`src/pc_consts.svh`:
```
/*
 * fixed widths of the pc system bus and the i/o port groups
 * a group is xa[7:5] of a port below 0x100, groups 6 and 7 unused
 */
`ifndef PC_CONSTS_SVH
`define PC_CONSTS_SVH

// bus widths
`define PC_ADDR_W      20
`define PC_IO_ADDR_W   10
`define PC_DATA_W      8

// dma page register file
`define PC_PAGE_W      4
`define PC_PAGE_N      4
`define PC_DMA_OFS_W   16

// top 64k region, holds the eight rom chips
`define PC_ROM_REGION  4'hF

// port groups, 32 ports each
`define PC_GRP_DMA     3'd0   // 8237
`define PC_GRP_INTR    3'd1   // 8259
`define PC_GRP_TIMER   3'd2   // 8253
`define PC_GRP_PPI     3'd3   // 8255
`define PC_GRP_PAGE    3'd4   // 0x80, page registers
`define PC_GRP_NMI     3'd5   // 0xa0, nmi mask

`endif

```
`src/pc_bus_pkg.sv`:
```
/*
 * bus-side types: one i/o cycle, one memory cycle and the two
 * decodings of a 20-bit system address (dma page/offset, rom map)
 */
`include "pc_consts.svh"

package pc_bus_pkg;

   typedef struct packed {
      logic                     ior_n;
      logic                     iow_n;
      logic [`PC_IO_ADDR_W-1:0] xa;
      logic [`PC_DATA_W-1:0]    xd;
   } io_bus_t;

   typedef struct packed {
      logic                  memr_n;
      logic                  memw_n;
      logic [`PC_ADDR_W-1:0] a;
   } mem_bus_t;

   // address as the dma path builds it
   typedef struct packed {
      logic [`PC_PAGE_W-1:0]    page;
      logic [`PC_DMA_OFS_W-1:0] offset;
   } dma_addr_t;

   // address as the memory decode reads it
   typedef struct packed {
      logic [3:0]  region;       // 64k region
      logic [2:0]  rom_chip;     // 8k chip within the rom region
      logic [12:0] rom_offset;
   } mem_addr_t;

   typedef union packed {
      dma_addr_t dma;
      mem_addr_t mem;
   } bus_addr_u;

endpackage

```
`src/pc_decode_pkg.sv`:
```
/*
 * decode-side types: active-low chip selects and the one-cycle
 * write requests handed from the port decoder to the registers
 */
`include "pc_consts.svh"

package pc_decode_pkg;

   typedef struct packed {
      logic dma_cs_n;
      logic intr_cs_n;
      logic tc_cs_n;
      logic ppi_cs_n;
   } io_sel_t;

   typedef struct packed {
      logic [7:0] rom_cs_n;      // one per 8k rom chip
      logic [3:0] ram_bank_n;    // one per 64k bank
   } mem_sel_t;

   typedef struct packed {
      logic                  en;
      logic [1:0]            idx;
      logic [`PC_PAGE_W-1:0] data;
   } page_wr_t;

   typedef struct packed {
      logic en;
      logic mask;                // xd[7] of the write
   } nmi_wr_t;

endpackage

```
`src/io_port_decoder.sv`:
```
/*
 * i/o decode of ports 0x000-0x0ff into 32-port groups
 * only decodes while the cpu owns the bus (aen low)
 * all outputs registered, one cycle behind the sampled cycle
 */
`timescale 1ns/10ps
`include "pc_consts.svh"

module io_port_decoder (
   input  logic                    clk,
   input  logic                    reset_n,
   input  pc_bus_pkg::io_bus_t     io_cycle_i,
   input  logic                    aen_i,
   output pc_decode_pkg::io_sel_t  io_sel_o,
   output pc_decode_pkg::page_wr_t page_wr_o,
   output pc_decode_pkg::nmi_wr_t  nmi_wr_o
);

   logic       io_hit;      // cpu cycle, port below 0x100
   logic [2:0] grp;
   logic       io_strobe;
   logic       io_write;

   pc_decode_pkg::io_sel_t  sel_nxt;
   pc_decode_pkg::page_wr_t page_nxt;
   pc_decode_pkg::nmi_wr_t  nmi_nxt;

   assign io_hit    = !aen_i && (io_cycle_i.xa[9:8] == 2'b00);
   assign grp       = io_cycle_i.xa[7:5];
   assign io_strobe = !io_cycle_i.ior_n || !io_cycle_i.iow_n;
   assign io_write  = io_hit && !io_cycle_i.iow_n;

   // device chip selects
   always_comb begin
      sel_nxt = '1;
      if (io_hit && io_strobe) begin
         case (grp)
            `PC_GRP_DMA:   sel_nxt.dma_cs_n  = 1'b0;
            `PC_GRP_INTR:  sel_nxt.intr_cs_n = 1'b0;
            `PC_GRP_TIMER: sel_nxt.tc_cs_n   = 1'b0;
            `PC_GRP_PPI:   sel_nxt.ppi_cs_n  = 1'b0;
            default:       sel_nxt           = '1;  // page, nmi, unused
         endcase
      end
   end

   // write requests, one per cycle with iow_n low
   always_comb begin
      page_nxt.en   = io_write && (grp == `PC_GRP_PAGE);
      page_nxt.idx  = io_cycle_i.xa[1:0];      // 0x80 lands on word 0, never read
      page_nxt.data = io_cycle_i.xd[`PC_PAGE_W-1:0];

      nmi_nxt.en    = io_write && (grp == `PC_GRP_NMI);
      nmi_nxt.mask  = io_cycle_i.xd[`PC_DATA_W-1];
   end

   always_ff @(posedge clk) begin
      if (!reset_n) begin
         io_sel_o  <= '1;
         page_wr_o <= '0;
         nmi_wr_o  <= '0;
      end else begin
         io_sel_o  <= sel_nxt;
         page_wr_o <= page_nxt;
         nmi_wr_o  <= nmi_nxt;
      end
   end

endmodule

```
`src/dma_page_file.sv`:
```
/*
 * four-word dma page register file, written from ports 0x80-0x83
 * read side follows the pc wiring: {dack2_n, dack3_n} picks the word,
 * so ch2 reads 0x81, ch3 reads 0x82, ch1 or idle reads 0x83
 * dack0_n and dack1_n do not take part in the read index
 */
`timescale 1ns/10ps
`include "pc_consts.svh"

module dma_page_file (
   input  logic                    clk,
   input  logic                    reset_n,
   input  pc_decode_pkg::page_wr_t page_wr_i,
   input  logic [3:0]              dack_n_i,
   output logic [`PC_PAGE_W-1:0]   page_o
);

   logic [`PC_PAGE_W-1:0] pages [`PC_PAGE_N];
   logic [1:0]            rd_idx;

   // write port
   always_ff @(posedge clk) begin
      if (!reset_n) begin
         for (int i = 0; i < `PC_PAGE_N; i++) begin
            pages[i] <= '0;
         end
      end else if (page_wr_i.en) begin
         pages[page_wr_i.idx] <= page_wr_i.data;
      end
   end

   // read port, same address pins as the ls670 ra/rb
   assign rd_idx = {dack_n_i[2], dack_n_i[3]};
   assign page_o = pages[rd_idx];     // combinational into memory_select

endmodule

```
`src/memory_select.sv`:
```
/*
 * system address mux and memory decode, both registered
 * during dma (aen high) the address is page : offset, else the cpu address
 * rom chips cover region 0xf, ram banks cover regions 0-3
 * the decode always works on the muxed address
 */
`timescale 1ns/10ps
`include "pc_consts.svh"

module memory_select (
   input  logic                    clk,
   input  logic                    reset_n,
   input  pc_bus_pkg::mem_bus_t    mem_cycle_i,
   input  logic                    aen_i,
   input  logic [`PC_DMA_OFS_W-1:0] dma_offset_i,
   input  logic [`PC_PAGE_W-1:0]   page_i,
   output logic [`PC_ADDR_W-1:0]   bus_addr_o,
   output pc_decode_pkg::mem_sel_t mem_sel_o
);

   pc_bus_pkg::bus_addr_u  addr_nxt;
   pc_decode_pkg::mem_sel_t sel_nxt;
   logic                    mem_strobe;

   assign mem_strobe = !mem_cycle_i.memr_n || !mem_cycle_i.memw_n;

   // address composition
   always_comb begin
      if (aen_i) begin
         addr_nxt.dma.page   = page_i;
         addr_nxt.dma.offset = dma_offset_i;
      end else begin
         addr_nxt = mem_cycle_i.a;
      end
   end

   // rom and ram decode
   always_comb begin
      sel_nxt = '1;

      // rom answers reads only
      if (addr_nxt.mem.region == `PC_ROM_REGION && !mem_cycle_i.memr_n) begin
         sel_nxt.rom_cs_n[addr_nxt.mem.rom_chip] = 1'b0;
      end

      // low 256k, one bank per 64k
      if (addr_nxt.mem.region[3:2] == 2'b00 && mem_strobe) begin
         sel_nxt.ram_bank_n[addr_nxt.mem.region[1:0]] = 1'b0;
      end
   end

   always_ff @(posedge clk) begin
      if (!reset_n) begin
         bus_addr_o <= '0;
         mem_sel_o  <= '1;
      end else begin
         bus_addr_o <= addr_nxt;
         mem_sel_o  <= sel_nxt;
      end
   end

endmodule

```
`src/nmi_control.sv`:
```
/*
 * nmi mask register (port 0xa0 bit 7) and i/o channel check latch
 * the latch holds only while enable_io_ck_n is low; raising it clears
 * nmi_o = mask & latch, no parity source in this design
 */
`timescale 1ns/10ps

module nmi_control (
   input  logic                   clk,
   input  logic                   reset_n,
   input  pc_decode_pkg::nmi_wr_t nmi_wr_i,
   input  logic                   io_ch_ck_n_i,
   input  logic                   enable_io_ck_n_i,
   output logic                   nmi_o
);

   logic mask_q;     // allow nmi
   logic chk_q;      // i/o channel check seen

   always_ff @(posedge clk) begin
      if (!reset_n) begin
         mask_q <= 1'b0;
      end else if (nmi_wr_i.en) begin
         mask_q <= nmi_wr_i.mask;
      end
   end

   always_ff @(posedge clk) begin
      if (!reset_n) begin
         chk_q <= 1'b0;
      end else if (!io_ch_ck_n_i) begin
         chk_q <= 1'b1;
      end else if (enable_io_ck_n_i) begin
         chk_q <= 1'b0;            // check disabled by the ppi
      end
   end

   assign nmi_o = mask_q && chk_q;

endmodule

```
`src/pc_glue_top.sv`:
```
/*
 * system-board glue of an 8088 pc, single clock domain
 * strobes are plain active-low levels sampled at clk, no handshake
 * selects and bus address lag their bus cycle by one clock
 */
`timescale 1ns/10ps
`include "pc_consts.svh"

module pc_glue_top (
   input  logic                     clk,
   input  logic                     reset_n,
   input  pc_bus_pkg::io_bus_t      io_cycle_i,
   input  pc_bus_pkg::mem_bus_t     mem_cycle_i,
   input  logic                     aen_i,
   input  logic [`PC_DMA_OFS_W-1:0] dma_offset_i,
   input  logic [3:0]               dack_n_i,
   input  logic                     io_ch_ck_n_i,
   input  logic                     enable_io_ck_n_i,
   output pc_decode_pkg::io_sel_t   io_sel_o,
   output pc_decode_pkg::mem_sel_t  mem_sel_o,
   output logic [`PC_ADDR_W-1:0]    bus_addr_o,
   output logic                     nmi_o
);

   pc_decode_pkg::page_wr_t page_wr;    // decoder -> page file
   pc_decode_pkg::nmi_wr_t  nmi_wr;     // decoder -> nmi
   logic [`PC_PAGE_W-1:0]   page;       // page file -> address mux

   io_port_decoder i_io_dec (
      .clk        (clk),
      .reset_n    (reset_n),
      .io_cycle_i (io_cycle_i),
      .aen_i      (aen_i),
      .io_sel_o   (io_sel_o),
      .page_wr_o  (page_wr),
      .nmi_wr_o   (nmi_wr)
   );

   dma_page_file i_page_file (
      .clk       (clk),
      .reset_n   (reset_n),
      .page_wr_i (page_wr),
      .dack_n_i  (dack_n_i),
      .page_o    (page)
   );

   memory_select i_mem_sel (
      .clk          (clk),
      .reset_n      (reset_n),
      .mem_cycle_i  (mem_cycle_i),
      .aen_i        (aen_i),
      .dma_offset_i (dma_offset_i),
      .page_i       (page),
      .bus_addr_o   (bus_addr_o),
      .mem_sel_o    (mem_sel_o)
   );

   nmi_control i_nmi (
      .clk              (clk),
      .reset_n          (reset_n),
      .nmi_wr_i         (nmi_wr),
      .io_ch_ck_n_i     (io_ch_ck_n_i),
      .enable_io_ck_n_i (enable_io_ck_n_i),
      .nmi_o            (nmi_o)
   );

endmodule

```
`config.mk`:
```
export PLATFORM = sky130hd
export DESIGN_NAME = pc_glue_top
export DESIGN_NICKNAME = d
export VERILOG_FILES = /design/src/pc_bus_pkg.sv /design/src/pc_decode_pkg.sv /design/src/io_port_decoder.sv /design/src/dma_page_file.sv /design/src/memory_select.sv /design/src/nmi_control.sv /design/src/pc_glue_top.sv
export VERILOG_INCLUDE_DIRS = /design/src
export SDC_FILE = /design/constraint.sdc
export NUM_CORES = 1
export LEC_CHECK = 0
export ABC_AREA = 1
export BUFFER_PORTS_ARGS = -buffer_cell sky130_fd_sc_hd__buf_2
export CAP_MARGIN = 20
export CELL_PAD_IN_SITES_DETAIL_PLACEMENT = 0
export CELL_PAD_IN_SITES_GLOBAL_PLACEMENT = 1
export CORE_UTILIZATION = 32
export CTS_BUF_LIST = sky130_fd_sc_hd__clkbuf_4 sky130_fd_sc_hd__clkbuf_8
export CTS_CLUSTER_SIZE = 8
export DETAILED_ROUTE_END_ITERATION = 7
export PLACE_DENSITY = 0.88
export SYNTH_ARGS = -nofsm -noshare
export SYNTH_HDL_FRONTEND = slang
export SYNTH_HIERARCHICAL = 1
export SYNTH_SLANG_ARGS = --single-unit
```
`constraint.sdc`:
```
create_clock -name clk -period 1.4 [get_ports clk]
set_clock_uncertainty 0.2 [all_clocks]
set_input_delay 0.28 -clock clk [delete_from_list [all_inputs] [get_ports clk]]
set_output_delay 0.28 -clock clk [all_outputs]
set_load 0.02 [all_outputs]
```
# After elaboration in Yosys (flattened, before gate mapping)
# Memories as Yosys holds them, arrays and structs flattened.
# Cells that the tools add are included.
# classes
n_lt_le_gt_ge	4
n_eq_ne	7
n_mux	18
bitwise_logic	2
n_reduce_logical	24
# ops
op	n
$mux 20	1
$mux 1	13
$logic_and 1x1->1	10
$not 8->8	1
$eq 3x2->1 const B	2
$eq 3x3->1 const B	2
$reduce_and 2->1	3
$logic_not 1->1	5
$eq 4x4->1 const B	1
$logic_not 2->1	2
$lt 3x4->1 const B	1
$mux 4	1
$not 4->4	1
$reduce_or 4->1	1
$demux 1 s3	1
$eq 3x1->1 const B	1
$ge 3x1->1 const B	1
$logic_not 3->1	1
$lt 2x3->1 const B	1
$demux 1 s2	1
$ge 2x1->1 const B	1
$logic_or 1x1->1	2
$mux 2	1
$ne 2x1->1 const B	1
# word_totals
reg_bits	47
ram_bits	16
input_bits	67
word_cells	70
n_memories	1
# memory_table
name	depth	word_bits	read_ports	rd_clocked_by_memory_dff	write_ports	line	rtl
i_page_file.pages	4	4	1	0	4	dma_page_file.sv:18	logic [`PC_PAGE_W-1:0] pages [`PC_PAGE_N];

# Logic depth before layout (Yosys ltp)
# Gate-level depths: netlist of run 1.
# An unclocked memory read counts as a cell.
# logic_depth
depth_word	7
mapped_depth	11
ltp_nobuf	10

# Hierarchy
# Netlist of run 1, hierarchy kept.
# modules_own_cells
mod	instances	cells_per_inst	area_each_um2
memory_select	1	150	1177.4
dma_page_file	1	94	830.8
io_port_decoder	1	52	449.2
nmi_control	1	12	83.8

# Worst setup path after synthesis of run 1
# Ideal clock, no wire load.
# synth_path
path_type	input-to-reg
from	in dack_n_i[3]
to	reg i_mem_sel/mem_sel_o[10] (netlist name)
setup_time_ps	127
arrival_time_ps	1161
t_required_ps	1073
slack_ps	-88
cell_stages	10
path_buffers	1
path_cell_list	buf_2 -> inv_2 -> nand2_1 -> nand3_1 -> nand2_1 -> nand2_1 -> o21ai_1 -> nand2_1 -> nor2_4 -> nand3_1
# synth_via
elab_chain_len	5
# synth_rtl
element	line	rtl
start, declared	pc_glue_top.sv:16	input logic [3:0] dack_n_i,
$mem_v2 4x4	n/a	
via page[1]	pc_glue_top.sv:27	logic [`PC_PAGE_W-1:0] page;
$mux 20	memory_select.sv:29	if (aen_i) begin
$eq 4x4->1 (no line)	n/a	
$logic_and 1x1->1	memory_select.sv:42	if (addr_nxt.mem.region == `PC_ROM_REGION && !mem_cycle_i.memr_n) begin
$reduce_and 2->1 (no line)	n/a	
# The timed path passes the listed nets, and every way through them passes these cells.
# A chain may end at the register's enable or synchronous reset.

# Final worst setup path of run 1
# layout_path
from	mem i_page_file/pages[1][3] (netlist bit)
to	reg i_mem_sel/mem_sel_o[7] (netlist name)
# layout_via
elab_chain_len	5
# layout_rtl
element	line
start, declared	dma_page_file.sv:18
$mem_v2 4x4	n/a
via page[3]	pc_glue_top.sv:27
$mux 20	memory_select.sv:29
$eq 4x4->1 (no line)	n/a
$logic_and 1x1->1	memory_select.sv:42
$reduce_and 2->1 (no line)	n/a
# The timed path passes the listed nets, and every way through them passes these cells.

==> results of run 1 <==
-- worst paths after layout --
kind	endpoint	slack, ps	cells past startpoint
max	i_mem_sel/mem_sel_o[7]	-90	9
min	i_mem_sel/bus_addr_o[1]	10	3
max reg2reg	i_mem_sel/mem_sel_o[7]	-90	9
min reg2reg	i_nmi/mask_q	260	2
-- logic make-up (layout without fill, tap and decap cells) --
family | count (synthesis) | in the layout | synth area share [%]
flip-flops | 63 | 63 | 55.9
AND/OR/NAND/NOR | 164 | 164 | 29.6
buffers and inverters | 61 | 217 | 10.2
AO/OA/AOI/OAI | 20 | 20 | 4.23
-- worst reg2reg max path, stage by stage, from the launching register on --
cell,delay (ps)
sky130_fd_sc_hd__edfxtp_1,320
sky130_fd_sc_hd__inv_1,40
sky130_fd_sc_hd__nand2_1,70
sky130_fd_sc_hd__nand3_1,80
sky130_fd_sc_hd__nand2_1,60
sky130_fd_sc_hd__nand2_1,60
sky130_fd_sc_hd__nand2_2,100
sky130_fd_sc_hd__nand3_4,90
sky130_fd_sc_hd__nor2_4,250
sky130_fd_sc_hd__nand3_1,100
-- Yosys cell counts, drive strengths merged --
| master | n |
|---|---|
| a21oi | 2 |
| buf | 6 |
| clkbuf | 1 |
| clkinv | 1 |
| dfxtp | 47 |
| edfxtp | 16 |
| inv | 53 |
| nand2 | 70 |
| nand3 | 24 |
| nand4 | 1 |
| nor2 | 63 |
| nor3 | 6 |
| o21ai | 18 |
-- area by class of cell --
class | instances | area, sq um
clock buffers | 10 | 138
clock inverters | 6 | 43.8
fillers | 752 | 3820
inverters | 54 | 210
multi-input cells | 184 | 943
flip-flops and latches | 63 | 1430
well taps | 102 | 128
repair buffers | 147 | 975
-- what timing repair did --
action / 4_1_cts / 5_1_grt
setup endpoints to repair: 12 / 18
hold endpoints to repair: 25 / 0
pin swaps: 2 / 13
hold buffers: 36 / 0
buffers inserted: 2 / 0
resized for setup: 6 / 21
-- where the power goes --
group,leakage [nW],total [W],internal (W),switching (W)
sequential,0.555,0.00195,0.00193,0.0000214
clock,0.0930,0.00143,0.000699,0.000731
combinational,1.26,0.000589,0.000265,0.000324
-- sequential cells by signal (all words and copies together) (netlist names) --
signal,count
i_mem_sel/mem_sel_o,12
i_nmi/chk_q,1
i_nmi/mask_q,1
i_io_dec/page_wr_o,7
i_page_file/pages,16
i_mem_sel/bus_addr_o,20
i_io_dec/io_sel_o,4
i_io_dec/nmi_wr_o,2
-- metal layers --
metal	vias up	GRT usage [%]	wire length [um]
met3	10	4.94	301
met5	-	0	0
met2	76	29.9	3310
li1	1240	-	-
met1	1060	16.4	2430
met4	0	6.48	97
-- stage by stage --
step | instance area (sq um) | cells | worst slack [ps] | hold WS (ps) | power (W)
floorplan | 2550 | 308 | 25.5 | 162 | 0.00227
global placement | 3220 | 512 | -217 | 237 | 0.00246
detailed placement | 3220 | 512 | -235 | 247 | 0.00247
CTS | 3790 | 566 | -44.4 | 2.85 | 0.00400
global route | 3860 | 566 | -232 | 6.07 | 0.00420
finish | 3860 | 566 | -92.6 | 11.3 | 0.00397
==> reports/summary.md, run 1 <==
## Run status
• run status: complete, but fails checks
• violations in the final reports: negative setup slack

## Clock network
• Inserted Clock Buffers: 9
• insertion delay to the later sink of the worst-skew pair: 330 ps
• clock transition time at the flip-flop clock pins of the worst setup and hold paths: 70 ps
• buffer levels on the longest clock path: 2
• TritonCTS clock tree: yes
• deepest level of the CTS H-tree: 3
• clock tree root driver cell: sky130_fd_sc_hd__clkbuf_8
• clock sink total: 63

## STA
• transition time at the pin with the least slew margin: 310 ps
• RSZ-0062 raised after global routing: true
• Max Fclk: 670 MHz
• post-route fraction of the period consumed by the critical path: 107%
• number of hold-slack violations in the final timing report: 0
• Slew headroom: 79.3%
• smallest setup slack after layout: -92.6 ps
• Min Clock Period, post-route: 1490 ps
• fin. max-slew vios: 0
• final total negative setup slack: -659 ps
• final setup fails: 8

## Critical path
• cell with the largest stage delay on the worst path: sky130_fd_sc_hd__edfxtp_1
• CP dominant cell by count: sky130_fd_sc_hd__nand2_1
• critical path class: reg -> reg
• CP cell instances: inv_1 -> nand2_1 -> nand3_1 -> nand2_1 -> nand2_1 -> nand2_2 -> nand3_4 -> nor2_4 -> nand3_1
• Worst Setup SP: i_page_file/pages[1][3]
• Required @ worst endpoint: 1410 ps
• source of the worst register-to-register timing path: i_page_file/pages[1][3]
• family with the most delay on the worst path: simple AND/OR/NAND/NOR gates
• Bufs and invs on worst path: 1
• biggest cell delay along the critical path: 320 ps
• launching element type of the critical path: register
• Data arrival, critical path: 1510 ps
• maximum fanout along the worst path: 8
• capturing element type of the critical path: register

## Die
• Die Span X: 91.1 um
• Placeable Area: 7690 sq um
• overall die area: 8300 sq um
• number of rows in the core area: 32
• vertical die dimension: 91.1 um
• starting utilization of the core area: 33.1%
• number of I/O pins: 104

## Final layout
• share of cells above drive strength 1: 38.8%
• top library cells by usage in the layout, fill and taps aside: sky130_fd_sc_hd__buf_2 (94), sky130_fd_sc_hd__nand2_1 (55), sky130_fd_sc_hd__nor2_1 (54)
• number of nets at the end of the flow: 526
• area growth from synthesis to layout: 52.0%
• most common library cell in the layout ignoring fill and taps: sky130_fd_sc_hd__buf_2
• count of antenna diodes in the layout: 0
• final core utilization: 50.2%

## Synth
• cell type with the highest aggregate area in the netlist: sky130_fd_sc_hd__dfxtp_1
• synthesized area: 2540 sq um
• Synth warnings: 6
• number of instances in the synthesized netlist: 308
• fraction of post-synthesis cell area in the top cell type by area: 37.0%
• leading post-synthesis cells by cell area: sky130_fd_sc_hd__dfxtp_1 (37%), sky130_fd_sc_hd__edfxtp_1 (19%), sky130_fd_sc_hd__nand2_1 (9.0%)
• Distinct cells, synth: 22
• sequential element share of the synthesized area: 55.9%
• Synth Area per Inst: 8.25 sq um
• Seq cells post-synth: 63
• total nets after synthesis: 375

## Drt
• Vias: 2,386
• average wire per cell in the routed design: 10.8 um
• overall routed net length: 6140 um
• post-route DRC violation count: 0
• DR iter-0 viols: 113
• Via-to-Cell Ratio: 4.22
• number of iterations in the first detailed-routing pass: 5
• Final ANT Viol Nets: 0

## Global routing
• final global-route overflow total: 0
• largest net degree at the start of global routing: 25
• initial antenna violation count: 0
• number of global-route vias before repair: 2,383
• aggregate global-route resource usage: 16.0%
• first-pass GRT wire length: 10,300 um

## Place
• post-detailed-placement half-perimeter wirelength: 4100 um
• count of buffers inserted at the top-level ports: 95
• placer's final routability congestion estimate: 0.806

## Flow run
• MaxCap Viol Count: 0

## Worst hold path
• min-delay worst type: in -> reg
• start point of the worst hold path: mem_cycle_i[1]

## Power
• reported leakage power: 1.91 nW
• maximum VDD drop: 0.415 mV
• Power Density: 1030 nW/um^2

Power figures use the tool's default switching activity.
==> run 2: changes to the inputs <==
- BUFFER_PORTS_ARGS: -buffer_cell sky130_fd_sc_hd__buf_2 -> -buffer_cell sky130_fd_sc_hd__buf_4
==> run 2 against run 1 <==
The flow still finishes with violations (negative setup slack). Die area unchanged. Sequential cell count is the same. Sequential share of layout area down 2.4 points. First-iteration DRC count down 33%. Highest routed layer unchanged.
==> reports/summary.md, run 2 (synthesized netlist as in run 1, its figures left out) <==
## Run status
• run status: complete, but fails checks
• violations in the final reports: negative setup slack

## Drt
• overall routed net length: 6280 um
• number of iterations in the first detailed-routing pass: 6
• Via-to-Cell Ratio: 4.22
• Final ANT Viol Nets: 0
• Vias: 2,395
• post-route DRC violation count: 0
• average wire per cell in the routed design: 11.1 um
• DR iter-0 viols: 76

## Power
• switching fraction of total power: 25.7%
• reported leakage power: 2.02 nW
• Comb power frac: 16.1%
• Internal Power: 0.00311 W
• maximum VDD drop: 0.450 mV
• Clk pwr share: 37.1%
• Power Density: 1010 nW/um^2
• fraction of power consumed by sequential logic: 46.9%
• net switching power figure: 0.00107 W

## Clock network
• clock transition time at the flip-flop clock pins of the worst setup and hold paths: 80 ps
• Inserted Clock Buffers: 9
• clock tree root driver cell: sky130_fd_sc_hd__clkbuf_8
• buffer levels on the longest clock path: 2
• insertion delay to the later sink of the worst-skew pair: 340 ps
• TritonCTS clock tree: yes
• clock sink total: 63
• deepest level of the CTS H-tree: 3

## Die
• starting utilization of the core area: 33.1%
• overall die area: 8300 sq um
• vertical die dimension: 91.1 um
• number of rows in the core area: 32
• number of I/O pins: 104
• Die Span X: 91.1 um
• Placeable Area: 7690 sq um

## Place
• pre-CTS setup slack: -196 ps
• count of buffers inserted at the top-level ports: 95
• total placed instance area: 3490 sq um
• placer's final routability congestion estimate: 0.778
• post-detailed-placement half-perimeter wirelength: 4240 um

## Global routing
• final global-route overflow total: 0
• initial antenna violation count: 0
• number of global-route vias before repair: 2,417
• first-pass GRT wire length: 10,600 um
• aggregate global-route resource usage: 16.4%
• largest net degree at the start of global routing: 25

## Flow run
• MaxCap Viol Count: 0

## Final layout
• top library cells by usage in the layout, fill and taps aside: sky130_fd_sc_hd__buf_4 (107), sky130_fd_sc_hd__nor2_1 (57), sky130_fd_sc_hd__nand2_1 (55)
• count of antenna diodes in the layout: 0
• largest registers: i_mem_sel/bus_addr_o x20, i_page_file/pages x16, i_mem_sel/mem_sel_o x12
• share of cells above drive strength 1: 37.3%
• Largest register FFs: 20
• Biggest register: i_mem_sel/bus_addr_o
• area growth from synthesis to layout: 62.6%
• most common library cell in the layout ignoring fill and taps: sky130_fd_sc_hd__buf_4
• number of nets at the end of the flow: 528
• cell area after layout: 4130 sq um

## Critical path
• family with the most delay on the worst path: simple AND/OR/NAND/NOR gates
• maximum fanout along the worst path: 8
• critical path class: reg -> reg
• launching element type of the critical path: register
• biggest cell delay along the critical path: 330 ps
• CP cell instances: inv_1 -> nand2_1 -> nand3_1 -> nand2_1 -> nand2_1 -> nand2_2 -> nand3_4 -> nor2_4 -> nand3_1
• Data arrival, critical path: 1480 ps
• R2R depth: 9
• cell with the largest stage delay on the worst path: sky130_fd_sc_hd__edfxtp_1
• CP dominant cell by count: sky130_fd_sc_hd__nand2_1
• Bufs and invs on worst path: 1
• Required @ worst endpoint: 1410 ps
• number of cells on the critical path: 9
• capturing element type of the critical path: register

## STA
• Min Clock Period, post-route: 1460 ps
• number of hold-slack violations in the final timing report: 0
• final hold slack: 21.6 ps
• RSZ-0062 raised after global routing: true
• Slew headroom: 83.9%
• fin. max-slew vios: 0
• smallest setup slack after layout: -65.0 ps
• post-route fraction of the period consumed by the critical path: 105%
• final setup fails: 11
• transition time at the pin with the least slew margin: 241 ps
• Max Fclk: 683 MHz
• final total negative setup slack: -473 ps

## Worst hold path
• hold path cells: 3
• min-delay worst type: in -> reg

run 2: tightest hold or removal path, cell delays in order:
cell                      delay (ps)
sky130_fd_sc_hd__buf_4            80
sky130_fd_sc_hd__o21ai_0          60
sky130_fd_sc_hd__nor2_1           90
run 2: final cells by class:
cell class                 instances  area [sq um]
multi-input combinational        184           910
tap                              102           128
timing repair buffer             149          1260
fill                             712          3550
inverter                          54           210
clock inverter                     7          72.6
clock buffer                       9           124
sequential                        63          1420
run 2: per-layer routing:
layer  GRT usage (%)  wire length [um]
met2            30.4              3370
met3            3.94               292
met4            8.33               129
met5               0                 0
met1            17.1              2490
run 2: worst paths after layout:
kind / startpoint / to / slack, ps
setup / recovery: i_page_file/pages[1][2] / i_mem_sel/mem_sel_o[4] / -60
hold / removal: mem_cycle_i[1] / i_mem_sel/bus_addr_o[1] / 20
setup reg to reg: i_page_file/pages[1][2] / i_mem_sel/mem_sel_o[4] / -60
hold reg to reg: i_io_dec/nmi_wr_o[0] / i_nmi/mask_q / 260
run 2: through the flow:
stage | util [%] | instances | power [W]
2_1_floorplan | - | 308 | 0.00227
3_3_place_gp | 45.4 | 512 | 0.00255
3_5_place_dp | 45.4 | 512 | 0.00256
4_1_cts | 53.0 | 565 | 0.00420
5_1_grt | 53.8 | 568 | 0.00438
6_report | 53.8 | 568 | 0.00418
run 2: repair_timing:
item,CTS,global route
cloned,0,0
endpoints found under the hold margin,25,0
setup endpoints to repair,14,14
hold buffers,37,0
setup buffers,0,3
pin swaps,2,3
resized for setup,6,12
run 2: power by group through the flow:
stage / clock network (W) / registers [W] / logic (W)
2_1_floorplan: 0 / 0.00205 / 0.000214
3_3_place_gp: 0 / 0.00200 / 0.000554
3_5_place_dp: 0 / 0.00200 / 0.000560
4_1_cts: 0.00160 / 0.00196 / 0.000648
5_1_grt: 0.00167 / 0.00196 / 0.000737
6_report: 0.00155 / 0.00196 / 0.000672
==> run 3: changes to the inputs <==
- clock period: 1.4 -> 1.3 ns (I/O delays scaled with it)
==> run 3 against run 2 <==
The flow still finishes with violations (negative setup slack). Critical path depth did not move. Sequential share of layout area down 0.62 points. Clock power increased by 6%. Total power grew 8.0%. Clock-buffer cell count unchanged. Utilization grew 1.3 points. Sequential power is 8% higher. Critical endpoint is now i_mem_sel/mem_sel_o[9].
==> reports/summary.md, run 3 (synthesized netlist as in run 1, its figures left out) <==
## STA
• transition time at the pin with the least slew margin: 230 ps
• final total negative setup slack: -1480 ps
• final setup fails: 13
• Max Fclk: 689 MHz
• RSZ-0062 raised after global routing: true
• final hold slack: 16.1 ps
• number of hold-slack violations in the final timing report: 0
• Min Clock Period, post-route: 1450 ps
• post-route fraction of the period consumed by the critical path: 112%
• Slew headroom: 84.7%
• fin. max-slew vios: 0
• smallest setup slack after layout: -150 ps

## Power
• Clk pwr share: 36.6%
• net switching power figure: 0.00115 W
• Internal Power: 0.00336 W
• Comb power frac: 16.6%
• switching fraction of total power: 25.6%
• Power Density: 1070 nW/um^2
• fraction of power consumed by sequential logic: 46.8%
• reported leakage power: 2.04 nW
• maximum VDD drop: 0.585 mV

## Critical path
• maximum fanout along the worst path: 8
• Required @ worst endpoint: 1320 ps
• RR Endpoint: i_mem_sel/mem_sel_o[9]
• Data arrival, critical path: 1470 ps
• CP dominant cell by count: sky130_fd_sc_hd__nand2_1
• R2R depth: 9
• source of the worst register-to-register timing path: i_page_file/pages[1][0]
• CP cell instances: inv_1 -> nand2_1 -> nand3_1 -> nand2_1 -> nand2_1 -> nand2_2 -> nand2_2 -> nor2_4 -> nand3_1
• critical path class: reg -> reg
• capturing element type of the critical path: register
• Bufs and invs on worst path: 1
• reg2reg setup slack: -150 ps
• cell with the largest stage delay on the worst path: sky130_fd_sc_hd__edfxtp_1
• launching element type of the critical path: register
• family with the most delay on the worst path: simple AND/OR/NAND/NOR gates
• number of cells on the critical path: 9
• biggest cell delay along the critical path: 330 ps

## Flow run
• MaxCap Viol Count: 0

## Drt
• DR iter-0 viols: 100
• Final ANT Viol Nets: 0
• Vias: 2,423
• post-route DRC violation count: 0
• number of iterations in the first detailed-routing pass: 4
• overall routed net length: 6160 um
• average wire per cell in the routed design: 10.8 um
• Via-to-Cell Ratio: 4.24

## Final layout
• area growth from synthesis to layout: 66.5%
• largest registers: i_mem_sel/bus_addr_o x20, i_page_file/pages x16, i_mem_sel/mem_sel_o x12
• Largest register FFs: 20
• share of cells above drive strength 1: 43.0%
• top library cells by usage in the layout, fill and taps aside: sky130_fd_sc_hd__buf_4 (109), sky130_fd_sc_hd__nor2_1 (53), sky130_fd_sc_hd__nand2_1 (48)
• most common library cell in the layout ignoring fill and taps: sky130_fd_sc_hd__buf_4
• count of antenna diodes in the layout: 0
• number of nets at the end of the flow: 532
• fillers: 700
• Biggest register: i_mem_sel/bus_addr_o

## Die
• number of rows in the core area: 32
• overall die area: 8300 sq um
• vertical die dimension: 91.1 um
• Placeable Area: 7690 sq um
• number of I/O pins: 104
• starting utilization of the core area: 33.1%
• Die Span X: 91.1 um

## Worst hold path
• hold path cells: 4
• Endpoint, Worst Hold: i_io_dec/page_wr_o[6]
• min-delay worst type: in -> reg
• start point of the worst hold path: io_cycle_i[17]

## Clock network
• TritonCTS clock tree: yes
• clock transition time at the flip-flop clock pins of the worst setup and hold paths: 70 ps
• clock sink total: 63
• Inserted Clock Buffers: 9
• deepest level of the CTS H-tree: 3
• clock tree root driver cell: sky130_fd_sc_hd__clkbuf_8
• insertion delay to the later sink of the worst-skew pair: 330 ps
• buffer levels on the longest clock path: 2

## Global routing
• aggregate global-route resource usage: 16.0%
• number of global-route vias before repair: 2,498
• first-pass GRT wire length: 10,400 um
• initial antenna violation count: 0
• final global-route overflow total: 0
• largest net degree at the start of global routing: 21

## Run status
• run status: complete, but fails checks
• violations in the final reports: negative setup slack

## Place
• pre-CTS setup slack: -258 ps
• post-detailed-placement half-perimeter wirelength: 4180 um
• placer's final routability congestion estimate: 0.814
• count of buffers inserted at the top-level ports: 95

## run 3: power groups by stage
stage,sequential (W),clock [W],combinational [W]
2_1_floorplan,0.00221,0,0.000241
3_3_place_gp,0.00215,0,0.000602
3_5_place_dp,0.00215,0,0.000610
4_1_cts,0.00211,0.00171,0.000713
5_1_grt,0.00212,0.00180,0.000820
6_report,0.00211,0.00165,0.000749
## run 3: tightest hold or removal path: stages
cell and delay, ps:
sky130_fd_sc_hd__buf_4 80, sky130_fd_sc_hd__nor2_2 40, sky130_fd_sc_hd__nand3_1 80, sky130_fd_sc_hd__nor2_1 50
## run 3: layout make-up
cell class	instances	area (sq um)	area share, %
Sequential cell	63	1430	33.8
Timing Repair Buffer	153	1290	30.6
Multi-Input combinational cell	184	962	22.7
Inverter	54	220	5.21
Tap cell	102	128	3.02
Clock buffer	9	124	2.93
Clock inverter	7	71.3	1.69
## run 3: metrics by stage
stage	area [sq um]	instances	total power [W]	utilization, %
detailed placement	3550	517	0.00276	46.1
floorplan	2590	308	0.00245	-
global route	4230	572	0.00474	55.0
finish	4230	572	0.00451	55.0
global placement	3550	517	0.00275	46.1
CTS	4150	572	0.00453	54.0
## run 3: routing by layer
metal / up-vias / global-route usage [%] / share of wire, %
met4: 0 / 9.39 / 3.0
met3: 16 / 3.85 / 4.7
li1: 1258 / - / -
met1: 1076 / 15.9 / 38
met2: 73 / 30.1 / 54
met5: - / 0 / 0
## run 3: what timing repair did
| item | CTS | global route |
|---|---|---|
| cloned | 0 | 0 |
| setup endpoints to repair | 21 | 29 |
| gates resized for setup | 11 | 28 |
| pin swaps | 6 | 3 |
| buffers inserted | 2 | 0 |
| hold buffers | 37 | 0 |
| hold endpoints to repair | 26 | 0 |
## run 3: how the worst max path moves through the flow
stage / from / endpoint / slack [ps]
detailed placement: dack_n_i[3] / i_mem_sel/mem_sel_o[11] / -260
finish: i_page_file/pages[1][0] / i_mem_sel/mem_sel_o[9] / -150
floorplan: dack_n_i[3] / i_mem_sel/mem_sel_o[11] / -40
CTS: i_page_file/pages[1][0] / i_mem_sel/mem_sel_o[8] / -120
global placement: dack_n_i[3] / i_mem_sel/mem_sel_o[10] / -250
global route: i_page_file/pages[1][1] / i_mem_sel/mem_sel_o[5] / -250
